==> config.mk <==
export PLATFORM = sky130hd
export DESIGN_NAME = rgb_pwm_top
export DESIGN_NICKNAME = d
export VERILOG_FILES = /design/src/rgb_pwm_pkg.sv /design/src/debounce_onepulse.sv /design/src/load_fsm.sv /design/src/pwm_core.sv /design/src/rgb_pwm_top.sv /design/src/setting_bank.sv
export VERILOG_INCLUDE_DIRS = /design/src
export SDC_FILE = /design/constraint.sdc
export NUM_CORES = 1
export LEC_CHECK = 0
export ABC_CLOCK_PERIOD_IN_PS = 3550
export BUFFER_PORTS_ARGS = -buffer_cell sky130_fd_sc_hd__buf_2
export CAP_MARGIN = 20
export CORE_UTILIZATION = 41
export CTS_CLUSTER_DIAMETER = 60
export DETAILED_ROUTE_END_ITERATION = 16
export GPL_TIMING_DRIVEN = 0
export PLACE_DENSITY_LB_ADDON = 0.08
export SYNTH_ARGS = -nofsm -noshare
export SYNTH_HDL_FRONTEND = slang
export SYNTH_SLANG_ARGS = --single-unit
==> constraint.sdc <==
create_clock -name clk_1k -period 3.55 [get_ports clk_1k]
set_clock_uncertainty 0.1 [all_clocks]
set_input_delay 0.355 -clock clk_1k [delete_from_list [all_inputs] [get_ports clk_1k]]
set_output_delay 0.355 -clock clk_1k [all_outputs]
set_load 0.01 [all_outputs]
==> src/rgb_pwm_defines.svh <==
`ifndef RGB_PWM_DEFINES_SVH
`define RGB_PWM_DEFINES_SVH

// ------------------------------------------------------------
// button filter
// ------------------------------------------------------------
`define RGB_PWM_DEBOUNCE_TICKS 20    // stable cycles before level flips

// ------------------------------------------------------------
// settings and outputs
// ------------------------------------------------------------
`define RGB_PWM_W 8                  // switch and setting width
`define RGB_PWM_RESET_PERIOD 8'd63   // period slot after reset
`define RGB_PWM_ACTIVE_LOW 1         // 1: led pin low while channel on

`endif

==> src/rgb_pwm_pkg.sv <==
`default_nettype none

`include "rgb_pwm_defines.svh"

package rgb_pwm_pkg;

    // slot order matches the button sequence
    typedef enum logic [1:0] {
        SLOT_RES = 2'd0,
        SLOT_R   = 2'd1,
        SLOT_G   = 2'd2,
        SLOT_B   = 2'd3
    } slot_e;

    typedef struct packed {
        logic res;    // period slot
        logic r;
        logic g;
        logic b;
    } slot_wr_t;

    typedef struct packed {
        logic [`RGB_PWM_W-1:0] r;
        logic [`RGB_PWM_W-1:0] g;
        logic [`RGB_PWM_W-1:0] b;
    } rgb_t;

    typedef struct packed {
        logic [`RGB_PWM_W-1:0] period;    // counter top, period+1 cycles
        rgb_t                  duty;
    } pwm_cfg_t;

endpackage

`default_nettype wire

==> src/debounce_onepulse.sv <==
`timescale 1ns/1ps
`default_nettype none

`include "rgb_pwm_defines.svh"

module debounce_onepulse (
    input  logic clk_1k,
    input  logic rst_n,
    input  logic btn,
    output logic press
);

    localparam int CNT_W = $clog2(`RGB_PWM_DEBOUNCE_TICKS);
    localparam logic [CNT_W-1:0] CNT_LAST = CNT_W'(`RGB_PWM_DEBOUNCE_TICKS - 1);

    logic             sync_q1;
    logic             sync_q2;
    logic             stable_q;
    logic [CNT_W-1:0] cnt_q;
    logic             flip;

    // input differs long enough, take the new level
    assign flip = (sync_q2 != stable_q) && (cnt_q == CNT_LAST);

    always_ff @(posedge clk_1k or negedge rst_n) begin
        if (!rst_n) begin
            sync_q1  <= 1'b0;
            sync_q2  <= 1'b0;
            stable_q <= 1'b0;
            cnt_q    <= '0;
            press    <= 1'b0;
        end else begin
            sync_q1 <= btn;    // async button
            sync_q2 <= sync_q1;
            press   <= flip && sync_q2;    // rising change only
            if (sync_q2 == stable_q || flip) begin
                cnt_q <= '0;    // any agreement restarts the run
            end else begin
                cnt_q <= cnt_q + 1'b1;
            end
            if (flip) begin
                stable_q <= sync_q2;
            end
        end
    end

endmodule

`default_nettype wire

==> src/load_fsm.sv <==
`timescale 1ns/1ps
`default_nettype none

`include "rgb_pwm_defines.svh"

module load_fsm (
    input  logic                   clk_1k,
    input  logic                   rst_n,
    input  logic                   press,
    output rgb_pwm_pkg::slot_wr_t  wr,
    output logic [3:0]             led
);

    rgb_pwm_pkg::slot_e slot_q;
    rgb_pwm_pkg::slot_e slot_nxt;

    // ------------------------------------------------------------
    // strobe and led decode
    // ------------------------------------------------------------
    always_comb begin
        wr       = '0;
        led      = 4'b0001;
        slot_nxt = rgb_pwm_pkg::SLOT_RES;
        case (slot_q)
            rgb_pwm_pkg::SLOT_RES: begin
                wr.res   = press;
                led      = 4'b0001;
                slot_nxt = rgb_pwm_pkg::SLOT_R;
            end
            rgb_pwm_pkg::SLOT_R: begin
                wr.r     = press;
                led      = 4'b0010;
                slot_nxt = rgb_pwm_pkg::SLOT_G;
            end
            rgb_pwm_pkg::SLOT_G: begin
                wr.g     = press;
                led      = 4'b0100;
                slot_nxt = rgb_pwm_pkg::SLOT_B;
            end
            default: begin
                wr.b     = press;
                led      = 4'b1000;
                slot_nxt = rgb_pwm_pkg::SLOT_RES;    // wrap to period slot
            end
        endcase
    end

    always_ff @(posedge clk_1k or negedge rst_n) begin
        if (!rst_n) begin
            slot_q <= rgb_pwm_pkg::SLOT_RES;
        end else if (press) begin
            slot_q <= slot_nxt;
        end
    end

endmodule

`default_nettype wire

==> src/pwm_core.sv <==
`timescale 1ns/1ps
`default_nettype none

`include "rgb_pwm_defines.svh"

module pwm_core (
    input  logic                   clk_1k,
    input  logic                   rst_n,
    input  rgb_pwm_pkg::pwm_cfg_t  cfg,
    output logic                   rgb_r,
    output logic                   rgb_g,
    output logic                   rgb_b
);

    localparam logic OFF_LVL = (`RGB_PWM_ACTIVE_LOW != 0) ? 1'b1 : 1'b0;

    logic [`RGB_PWM_W-1:0] cnt_q;
    rgb_pwm_pkg::pwm_cfg_t shadow_q;
    logic                  wrap;
    logic                  on_r;
    logic                  on_g;
    logic                  on_b;

    // ------------------------------------------------------------
    // period counter and shadow load
    // ------------------------------------------------------------
    assign wrap = (cnt_q == shadow_q.period);

    always_ff @(posedge clk_1k or negedge rst_n) begin
        if (!rst_n) begin
            cnt_q           <= '0;
            shadow_q.period <= `RGB_PWM_RESET_PERIOD;
            shadow_q.duty   <= '0;
        end else if (wrap) begin
            cnt_q    <= '0;
            shadow_q <= cfg;    // new settings only between periods
        end else begin
            cnt_q <= cnt_q + 1'b1;
        end
    end

    // ------------------------------------------------------------
    // comparators and polarity stage
    // ------------------------------------------------------------
    assign on_r = (cnt_q < shadow_q.duty.r);    // duty 0 never on
    assign on_g = (cnt_q < shadow_q.duty.g);
    assign on_b = (cnt_q < shadow_q.duty.b);

    always_ff @(posedge clk_1k or negedge rst_n) begin
        if (!rst_n) begin
            rgb_r <= OFF_LVL;
            rgb_g <= OFF_LVL;
            rgb_b <= OFF_LVL;
        end else begin
            rgb_r <= on_r ^ OFF_LVL;
            rgb_g <= on_g ^ OFF_LVL;
            rgb_b <= on_b ^ OFF_LVL;
        end
    end

endmodule

`default_nettype wire

==> src/rgb_pwm_top.sv <==
`timescale 1ns/1ps
`default_nettype none

module rgb_pwm_top (
    input  logic       clk_1k,
    input  logic       rst_n,
    input  logic       btn,
    input  logic [7:0] sw,
    output logic [3:0] led,
    output logic       rgb_r,
    output logic       rgb_g,
    output logic       rgb_b
);

    logic                  press;
    rgb_pwm_pkg::slot_wr_t wr;
    rgb_pwm_pkg::pwm_cfg_t cfg;

    debounce_onepulse u_db (
        .clk_1k (clk_1k),
        .rst_n  (rst_n),
        .btn    (btn),
        .press  (press)
    );

    load_fsm u_fsm (
        .clk_1k (clk_1k),
        .rst_n  (rst_n),
        .press  (press),
        .wr     (wr),
        .led    (led)
    );

    setting_bank u_bank (
        .clk_1k (clk_1k),
        .rst_n  (rst_n),
        .wr     (wr),
        .sw     (sw),
        .cfg    (cfg)
    );

    pwm_core u_pwm (
        .clk_1k (clk_1k),
        .rst_n  (rst_n),
        .cfg    (cfg),
        .rgb_r  (rgb_r),
        .rgb_g  (rgb_g),
        .rgb_b  (rgb_b)
    );

endmodule

`default_nettype wire

==> src/setting_bank.sv <==
`timescale 1ns/1ps
`default_nettype none

`include "rgb_pwm_defines.svh"

module setting_bank (
    input  logic                   clk_1k,
    input  logic                   rst_n,
    input  rgb_pwm_pkg::slot_wr_t  wr,
    input  logic [`RGB_PWM_W-1:0]  sw,
    output rgb_pwm_pkg::pwm_cfg_t  cfg
);

    // one register per slot, loaded from the switches
    always_ff @(posedge clk_1k or negedge rst_n) begin
        if (!rst_n) begin
            cfg.period <= `RGB_PWM_RESET_PERIOD;
            cfg.duty.r <= '0;
            cfg.duty.g <= '0;
            cfg.duty.b <= '0;
        end else begin
            if (wr.res) begin
                cfg.period <= sw;
            end
            if (wr.r) begin
                cfg.duty.r <= sw;
            end
            if (wr.g) begin
                cfg.duty.g <= sw;
            end
            if (wr.b) begin
                cfg.duty.b <= sw;
            end
        end
    end

endmodule

`default_nettype wire

==> flow_summary_export.csv, run 1 <==
group,metric,value,unit
yosys,yosysMostFrequentCell,"dfrtp_1",
power_and_ir_drop,clockPowerShare,0.247,
yosys,synth-async-reset-ratio,1.00,
placement,gp_congestion,0.766,
grt,grt_max_degree,50,
critical_path,critPathMaxFanout,10,
outcome,status,"finished clean",
hold_path,hold-path-cell-count,2,
critical_path,critPathLaunchType,"register",
routing,route.vias.total,2190,
sta,finalSetupViolations,0,
grt,overflow,0,
layout,antenna_cells,0,
yosys,ys_top_cells_by_area,"dfrtp_1, mux2_4, dfstp_2",
sta,tightest_slew,0.533,ns
sta,drv_slew,0,
critical_path,crit_chain,"xnor2_1, nand4_1, nor2_4, buf_8, mux2_4",
grt,grt_pass1_wl,12.0,mm
hold_path,hp-class,"in2reg",
yosys,synth_cell_types,26,
grt,track_usage,0.162,
power_and_ir_drop,seq_power_share,0.449,
sta,fin_crit_sh,0.517,
critical_path,path_class,"reg2reg",
layout,fin_area,4560,um^2
placement,hpwl,4.96,mm
die,ioPinCount,18,
die,start_util,0.428,
yosys,syn-instance-count,287,
critical_path,cp_num_buf_inv,1,
grt,first_global_vias,2281,
cts,cts_made_buffers,9,
placement,place_ws,1.71,ns
critical_path,endpoint_kind,"register",
routing,vias_per_cell,4.85,
routing,drc,0,
cts,cts_tree,"done",
die,die-area,10200,um^2
critical_path,critPathLaunch,"u_pwm.cnt_q[4]$_DFF_PN0_",
sta,hold_viol_final,0,
power_and_ir_drop,switching_share,0.299,
yosys,netlist_top_cells_count,"dfrtp_1, mux2_2, mux2_4",
layout,multi_input_area,1690,um^2
critical_path,reg2reg_depth,5,
die,die_w,101,um
layout,regArea,2170,um^2
power_and_ir_drop,p_total,3400,uW
routing,ant_nets,0,
critical_path,max_stage_delay,0.53,ns
routing,routed_wl,7.16,mm
cts,cts_sinks,86,
yosys,yosys_warnings,0,
critical_path,rrSetupSlack,1.72,ns
critical_path,cp_slowest_cell,"dfrtp_1",
sta,fmax,0.545,GHz
sta,final.setup.worst_slack,1.72,ns
power_and_ir_drop,p_leak,0.00215,uW
layout,drive_gt1_frac,0.372,
die,fp.dieH,101,um
cts,clk_pin_slew,0.09,ns
hold_path,min_from,"sw[7]",
cts,post_cts_buffers,0,
power_and_ir_drop,p_comb_frac,0.304,
cts,htree_num_levels,3,
layout,nets,356,
critical_path,r2r_start,"u_pwm.cnt_q[4]$_DFF_PN0_",
grt,antenna_found_initial,0,
yosys,ys_ff_latch,86,
die,core,9370,um^2
critical_path,cp-endpoint,"u_pwm.shadow_q[18]$_DFFE_PN0N_",
power_and_ir_drop,switching_power,1020,uW
sta,relSlewSlack,0.645,
yosys,synth_ff_type,"dfrtp_1",
cts,clk_latency,0.36,ns
power_and_ir_drop,p_per_area,747,nW/um^2
yosys,yosys.area.top_type_share,0.443,
layout,synthToLayoutAreaGrowth,13.6,%
placement,place_area,4290,um^2
routing,drtIter0Drc,39,
yosys,syn-cell-area,4010,um^2
flow_run,maxCapViolations,0,
cts,root_buffer,"clkbuf_8",
cts,clk_path_buf_depth,2,
placement,numPortBuffers,17,
yosys,synth_edf_count,0,
critical_path,cp_top_family,"flip-flops",
yosys,synth_top_cell_by_area,"dfrtp_1",
sta,period_needed,1.83,ns
sta,rsz0062_at_grt,"false",
power_and_ir_drop,p_int,2380,uW
die,num_rows,35,
critical_path,r2r-end,"u_pwm.shadow_q[18]$_DFFE_PN0N_",
power_and_ir_drop,vdd_drop_max,233,uV
critical_path,worstPathArrival,1.97,ns
yosys,synth_nets,325,
critical_path,cp.depth,5,
critical_path,crit_required,3.69,ns
routing,dr.pass1.iters,4,
layout,n_fill_cell,858,
sta,finalSetupTns,0,ns
routing,wl_per_cell,15.8,um
yosys,synth.yosys.seq_area_share,0.541,
yosys,syn_area_per_cell,14.0,um^2
==> state kept, by name (all words and copies together), names as in the netlist <==
signal and flops:
u_bank.cfg 32, u_db.cnt_q 5, u_db.press 1, u_db.stable_q 1
u_db.sync_q1 1, u_db.sync_q2 1, u_fsm.slot_q 2, u_pwm.cnt_q 8
u_pwm.rgb_b 1, u_pwm.rgb_g 1, u_pwm.rgb_r 1, u_pwm.shadow_q 32
==> how the worst min path moves through the flow <==
stage and end:
6_report u_bank.cfg[15]$_DFFE_PN0P_, 5_1_grt u_bank.cfg[31]$_DFFE_PN0P_, 4_1_cts u_bank.cfg[15]$_DFFE_PN0P_, 3_5_place_dp u_db.sync_q2$_DFF_PN0_, 3_3_place_gp u_db.sync_q2$_DFF_PN0_, 2_1_floorplan u_bank.cfg[0]$_DFFE_PN0P_
==> area by class of cell <==
type                    instances  area share
multi-input cells             173       0.372
well taps                     129      0.0354
repair buffers                 20      0.0297
clock inverters                 5      0.0233
clock buffers                  11      0.0310
flip-flops and latches         86       0.477
plain buffers                   5      0.0132
inverters                      23      0.0190
==> power groups by stage <==
stage                     Combinational [uW]  Clock, uW  Sequential [uW]
after floorplan                          845          0             1460
after global placement                  1010          0             1550
after detailed placement                1040          0             1550
after CTS                               1050        866             1530
after global routing                    1170        909             1570
final                                   1030        842             1530
==> cells by family after synthesis <==
kind of cell / synth area share
fa+ha+maj: 0.0842
simple gates: 0.0527
xor+xnor: 0.0393
mux: 0.211
flops: 0.541
compound gates: 0.0356
buf+inv: 0.0365
==> placed cells by master, fill, tap and decap left out, types with 5 or more instances in the layout <==
cell and count:
a21o_1 9, nand3_1 7, xor2_1 7, mux2_4 30, mux2_2 35, inv_1 23, nor2_1 15, nand2_1 6
dfstp_2 15, nand4_1 5, ha_1 27, xnor2_1 11, clkbuf_8 10, dfrtp_1 71, buf_2 16
==> routing by layer <==
metal  track usage  share of wire  vias to the layer above
li1              -              -                     1055
met1         0.224           0.51                     1094
met2         0.247           0.46                       30
met3        0.0312          0.022                       11
met4        0.0736          0.016                        0
met5             0              0                        -
==> metrics by stage <==
stage | hold slack, ns | instances | util
floorplan | -0.0406 | 287 | -
global placement | 0.237 | 433 | 0.454
detailed placement | 0.240 | 434 | 0.458
CTS | 0.163 | 452 | 0.486
global route | 0.157 | 452 | 0.486
finish | 0.172 | 452 | 0.486
==> repair_timing <==
| action | CTS | global route |
|---|---|---|
| endpoints found under the setup margin | 0 | 0 |
| resized for setup | 0 | 0 |
| hold buffers | 2 | 0 |
| hold endpoints to repair | 32 | 0 |
Note: power is estimated with default switching activity, not from simulation.
==> inputs of run 2 (changes only) <==
--- a/config.mk
+++ b/config.mk
@@ -6,7 +6,8 @@
 export SDC_FILE = /design/constraint.sdc
 export NUM_CORES = 1
 export LEC_CHECK = 0
-export ABC_CLOCK_PERIOD_IN_PS = 3550
+export ABC_AREA = 1
+export ABC_CLOCK_PERIOD_IN_PS = 1750
 export BUFFER_PORTS_ARGS = -buffer_cell sky130_fd_sc_hd__buf_2
 export CAP_MARGIN = 20
 export CORE_UTILIZATION = 41
==> constraint.sdc (replaced) <==
create_clock -name clk_1k -period 1.75 [get_ports clk_1k]
set_clock_uncertainty 0.1 [all_clocks]
set_input_delay 0.175 -clock clk_1k [delete_from_list [all_inputs] [get_ports clk_1k]]
set_output_delay 0.175 -clock clk_1k [all_outputs]
set_load 0.01 [all_outputs]
==> flow_summary_export.csv, run 2 <==
group,metric,value,unit
sta,hold_viol_final,0,
layout,nets,517,
yosys,ys_ff_latch,86,
yosys,synth.yosys.seq_area_share,0.540,
yosys,syn-instance-count,448,
sta,tightest_slew,0.529,ns
sta,period_needed,1.61,ns
placement,place_ws,0.0139,ns
flow_run,maxCapViolations,0,
critical_path,endpoint_kind,"register",
die,die-area,10200,um^2
grt,track_usage,0.186,
critical_path,reg2reg_depth,9,
outcome,status,"finished clean",
die,start_util,0.429,
power_and_ir_drop,p_per_area,830,nW/um^2
critical_path,critPathMaxFanout,10,
cts,clk_pin_slew,0.10,ns
placement,place_area,4300,um^2
cts,cts_made_buffers,9,
routing,drc,0,
yosys,yosys_warnings,0,
sta,relSlewSlack,0.644,
layout,synthToLayoutAreaGrowth,14.5,%
routing,vias_per_cell,4.69,
die,die_w,101,um
layout,final_common_cell,"nand2_1",
sta,fmax,0.622,GHz
layout,top_regs,"u_bank.cfg: 32 flops, u_pwm.shadow_q: 32 flops, u_pwm.cnt_q: 8 flops",
die,ioPinCount,18,
sta,fin_crit_sh,0.919,
placement,hpwl,6.21,mm
critical_path,crit_required,1.89,ns
yosys,yosys.area.top_type_share,0.442,
grt,grt_max_degree,68,
critical_path,rrSetupSlack,0.14,ns
critical_path,critPathLaunchType,"register",
routing,dr.pass1.iters,4,
routing,wl_per_cell,13.5,um
yosys,synth_top_cell_by_area,"dfrtp_1",
grt,grt_pass1_wl,14.3,mm
yosys,yosysMostFrequentCell,"nand2_1",
yosys,syn-cell-area,4020,um^2
layout,fin_util,0.491,
cts,clk_path_buf_depth,2,
yosys,ys_top_cells_by_area,"dfrtp_1, nand2_1, dfstp_2",
yosys,synth_ff_type,"dfrtp_1",
die,core,9370,um^2
yosys,netlist_top_cells_count,"nand2_1, dfrtp_1, inv_1",
placement,gp_congestion,0.730,
die,fp.dieH,101,um
yosys,synth-async-reset-ratio,1.00,
sta,final.setup.worst_slack,0.141,ns
placement,numPortBuffers,17,
cts,root_buffer,"clkbuf_8",
grt,first_global_vias,2915,
power_and_ir_drop,p_leak,0.00254,uW
cts,cts_tree,"done",
routing,ant_nets,0,
sta,rsz0062_at_grt,"true",
grt,antenna_found_initial,0,
layout,n_fill_cell,957,
routing,routed_wl,8.26,mm
hold_path,holdPathEnd,"u_bank.cfg[7]$_DFFE_PN0P_",
layout,antenna_cells,0,
critical_path,critPathLaunch,"u_pwm.cnt_q[4]$_DFF_PN0_",
cts,cts_sinks,86,
yosys,synth_nets,486,
cts,htree_num_levels,3,
critical_path,path_class,"reg2reg",
routing,drtIter0Drc,80,
layout,drive_gt1_frac,0.153,
grt,overflow,0,
layout,final_cell_mix,"nand2_1, dfrtp_1, inv_1",
yosys,synth_edf_count,0,
routing,route.vias.total,2877,
cts,clk_latency,0.35,ns
sta,finalSetupViolations,0,
yosys,syn_area_per_cell,8.98,um^2
hold_path,hp-class,"in2reg",
power_and_ir_drop,vdd_drop_max,501,uV
hold_path,hold-path-cell-count,3,
critical_path,r2r-end,"u_pwm.shadow_q[10]$_DFFE_PN0N_",
yosys,synth_cell_types,21,
critical_path,worstPathArrival,1.75,ns
die,num_rows,35,
hold_path,min_from,"sw[7]",
sta,drv_slew,0,
layout,fin_area,4600,um^2
critical_path,r2r_start,"u_pwm.cnt_q[4]$_DFF_PN0_",
[run 2: cell types whose count changed after synthesis, sizes merged, moves of 5 or more]
cell   change
nor2       +9
a21o       -9
nand2    +134
inv       +27
a21oi      +6
mux2      -65
nand3     +34
o21ai     +36
buf        +5
[run 2: final cells by class]
cell class | count | area (um^2) | area share
flip-flops and latches | 86 | 2180 | 0.473
multi-input cells | 299 | 1570 | 0.341
inverters | 50 | 191 | 0.0416
well taps | 129 | 161 | 0.0351
repair buffers | 23 | 158 | 0.0342
clock inverters | 7 | 128 | 0.0277
clock buffers | 9 | 124 | 0.0269
plain buffers | 10 | 93.8 | 0.0204
[run 2: worst max-delay path, cell delays in order, from the launching register on]
cell and delay, ns:
dfrtp_2 0.47, inv_1 0.09, nand2_1 0.05, nand2_1 0.05, nand2_1 0.11, nor2_1 0.17
nand2_2 0.16, buf_6 0.18, nand2_1 0.07, nand2_1 0.05
[run 2: worst max path at each step]
| stage | cells past startpoint | end |
|---|---|---|
| after floorplan | 5 | u_fsm.slot_q[0]$_DFFE_PN0P_ |
| after global placement | 1 | u_db.cnt_q[0]$_DFF_PN0_ |
| after detailed placement | 5 | u_fsm.slot_q[0]$_DFFE_PN0P_ |
| after CTS | 5 | u_fsm.slot_q[0]$_DFFE_PN0P_ |
| after global routing | 8 | u_pwm.cnt_q[3]$_DFF_PN0_ |
| final | 9 | u_pwm.shadow_q[10]$_DFFE_PN0N_ |
[run 2: per-layer routing]
| metal | global-route usage | wire [um] |
|---|---|---|
| met4 | 0.0635 | 146 |
| met2 | 0.297 | 3760 |
| met1 | 0.260 | 4180 |
| met5 | 0 | 0 |
| met3 | 0.0270 | 180 |
[run 2: repair_timing]
action,4_1_cts,5_1_grt
hold buffers,2,0
endpoints found under the setup margin,1,48
resized for setup,0,10
setup buffers,0,3
pin swaps,0,1
hold endpoints to repair,78,0
cloned,0,0
[run 2: through the flow]
| step | instances | TNS (ns) | total power [uW] | hold WS [ns] |
|---|---|---|---|---|
| finish | 613 | 0 | 3820 | 0.0281 |
| global route | 613 | -0.0236 | 3950 | 0.0590 |
| CTS | 612 | 0 | 3860 | 0.0284 |
| detailed placement | 595 | 0 | 2130 | -0.0153 |
| global placement | 594 | -23.77 | 2120 | 0.185 |
| floorplan | 448 | 0 | 2060 | -0.221 |
[run 2: cells by family (layout without fill, tap and decap cells)]
family,after synthesis,in the layout,share of synthesized area
compound gates,52,52,0.0672
xor+xnor,12,12,0.0261
simple gates,208,208,0.210
buf+inv,63,99,0.0728
flops,86,86,0.540
fa+ha+maj,27,27,0.0840
[run 2: where the power goes]
part	switching [uW]	internal [uW]	total, uW
clock network	764	971	1740
registers	5.45	2000	2000
logic	61.3	25.4	86.7
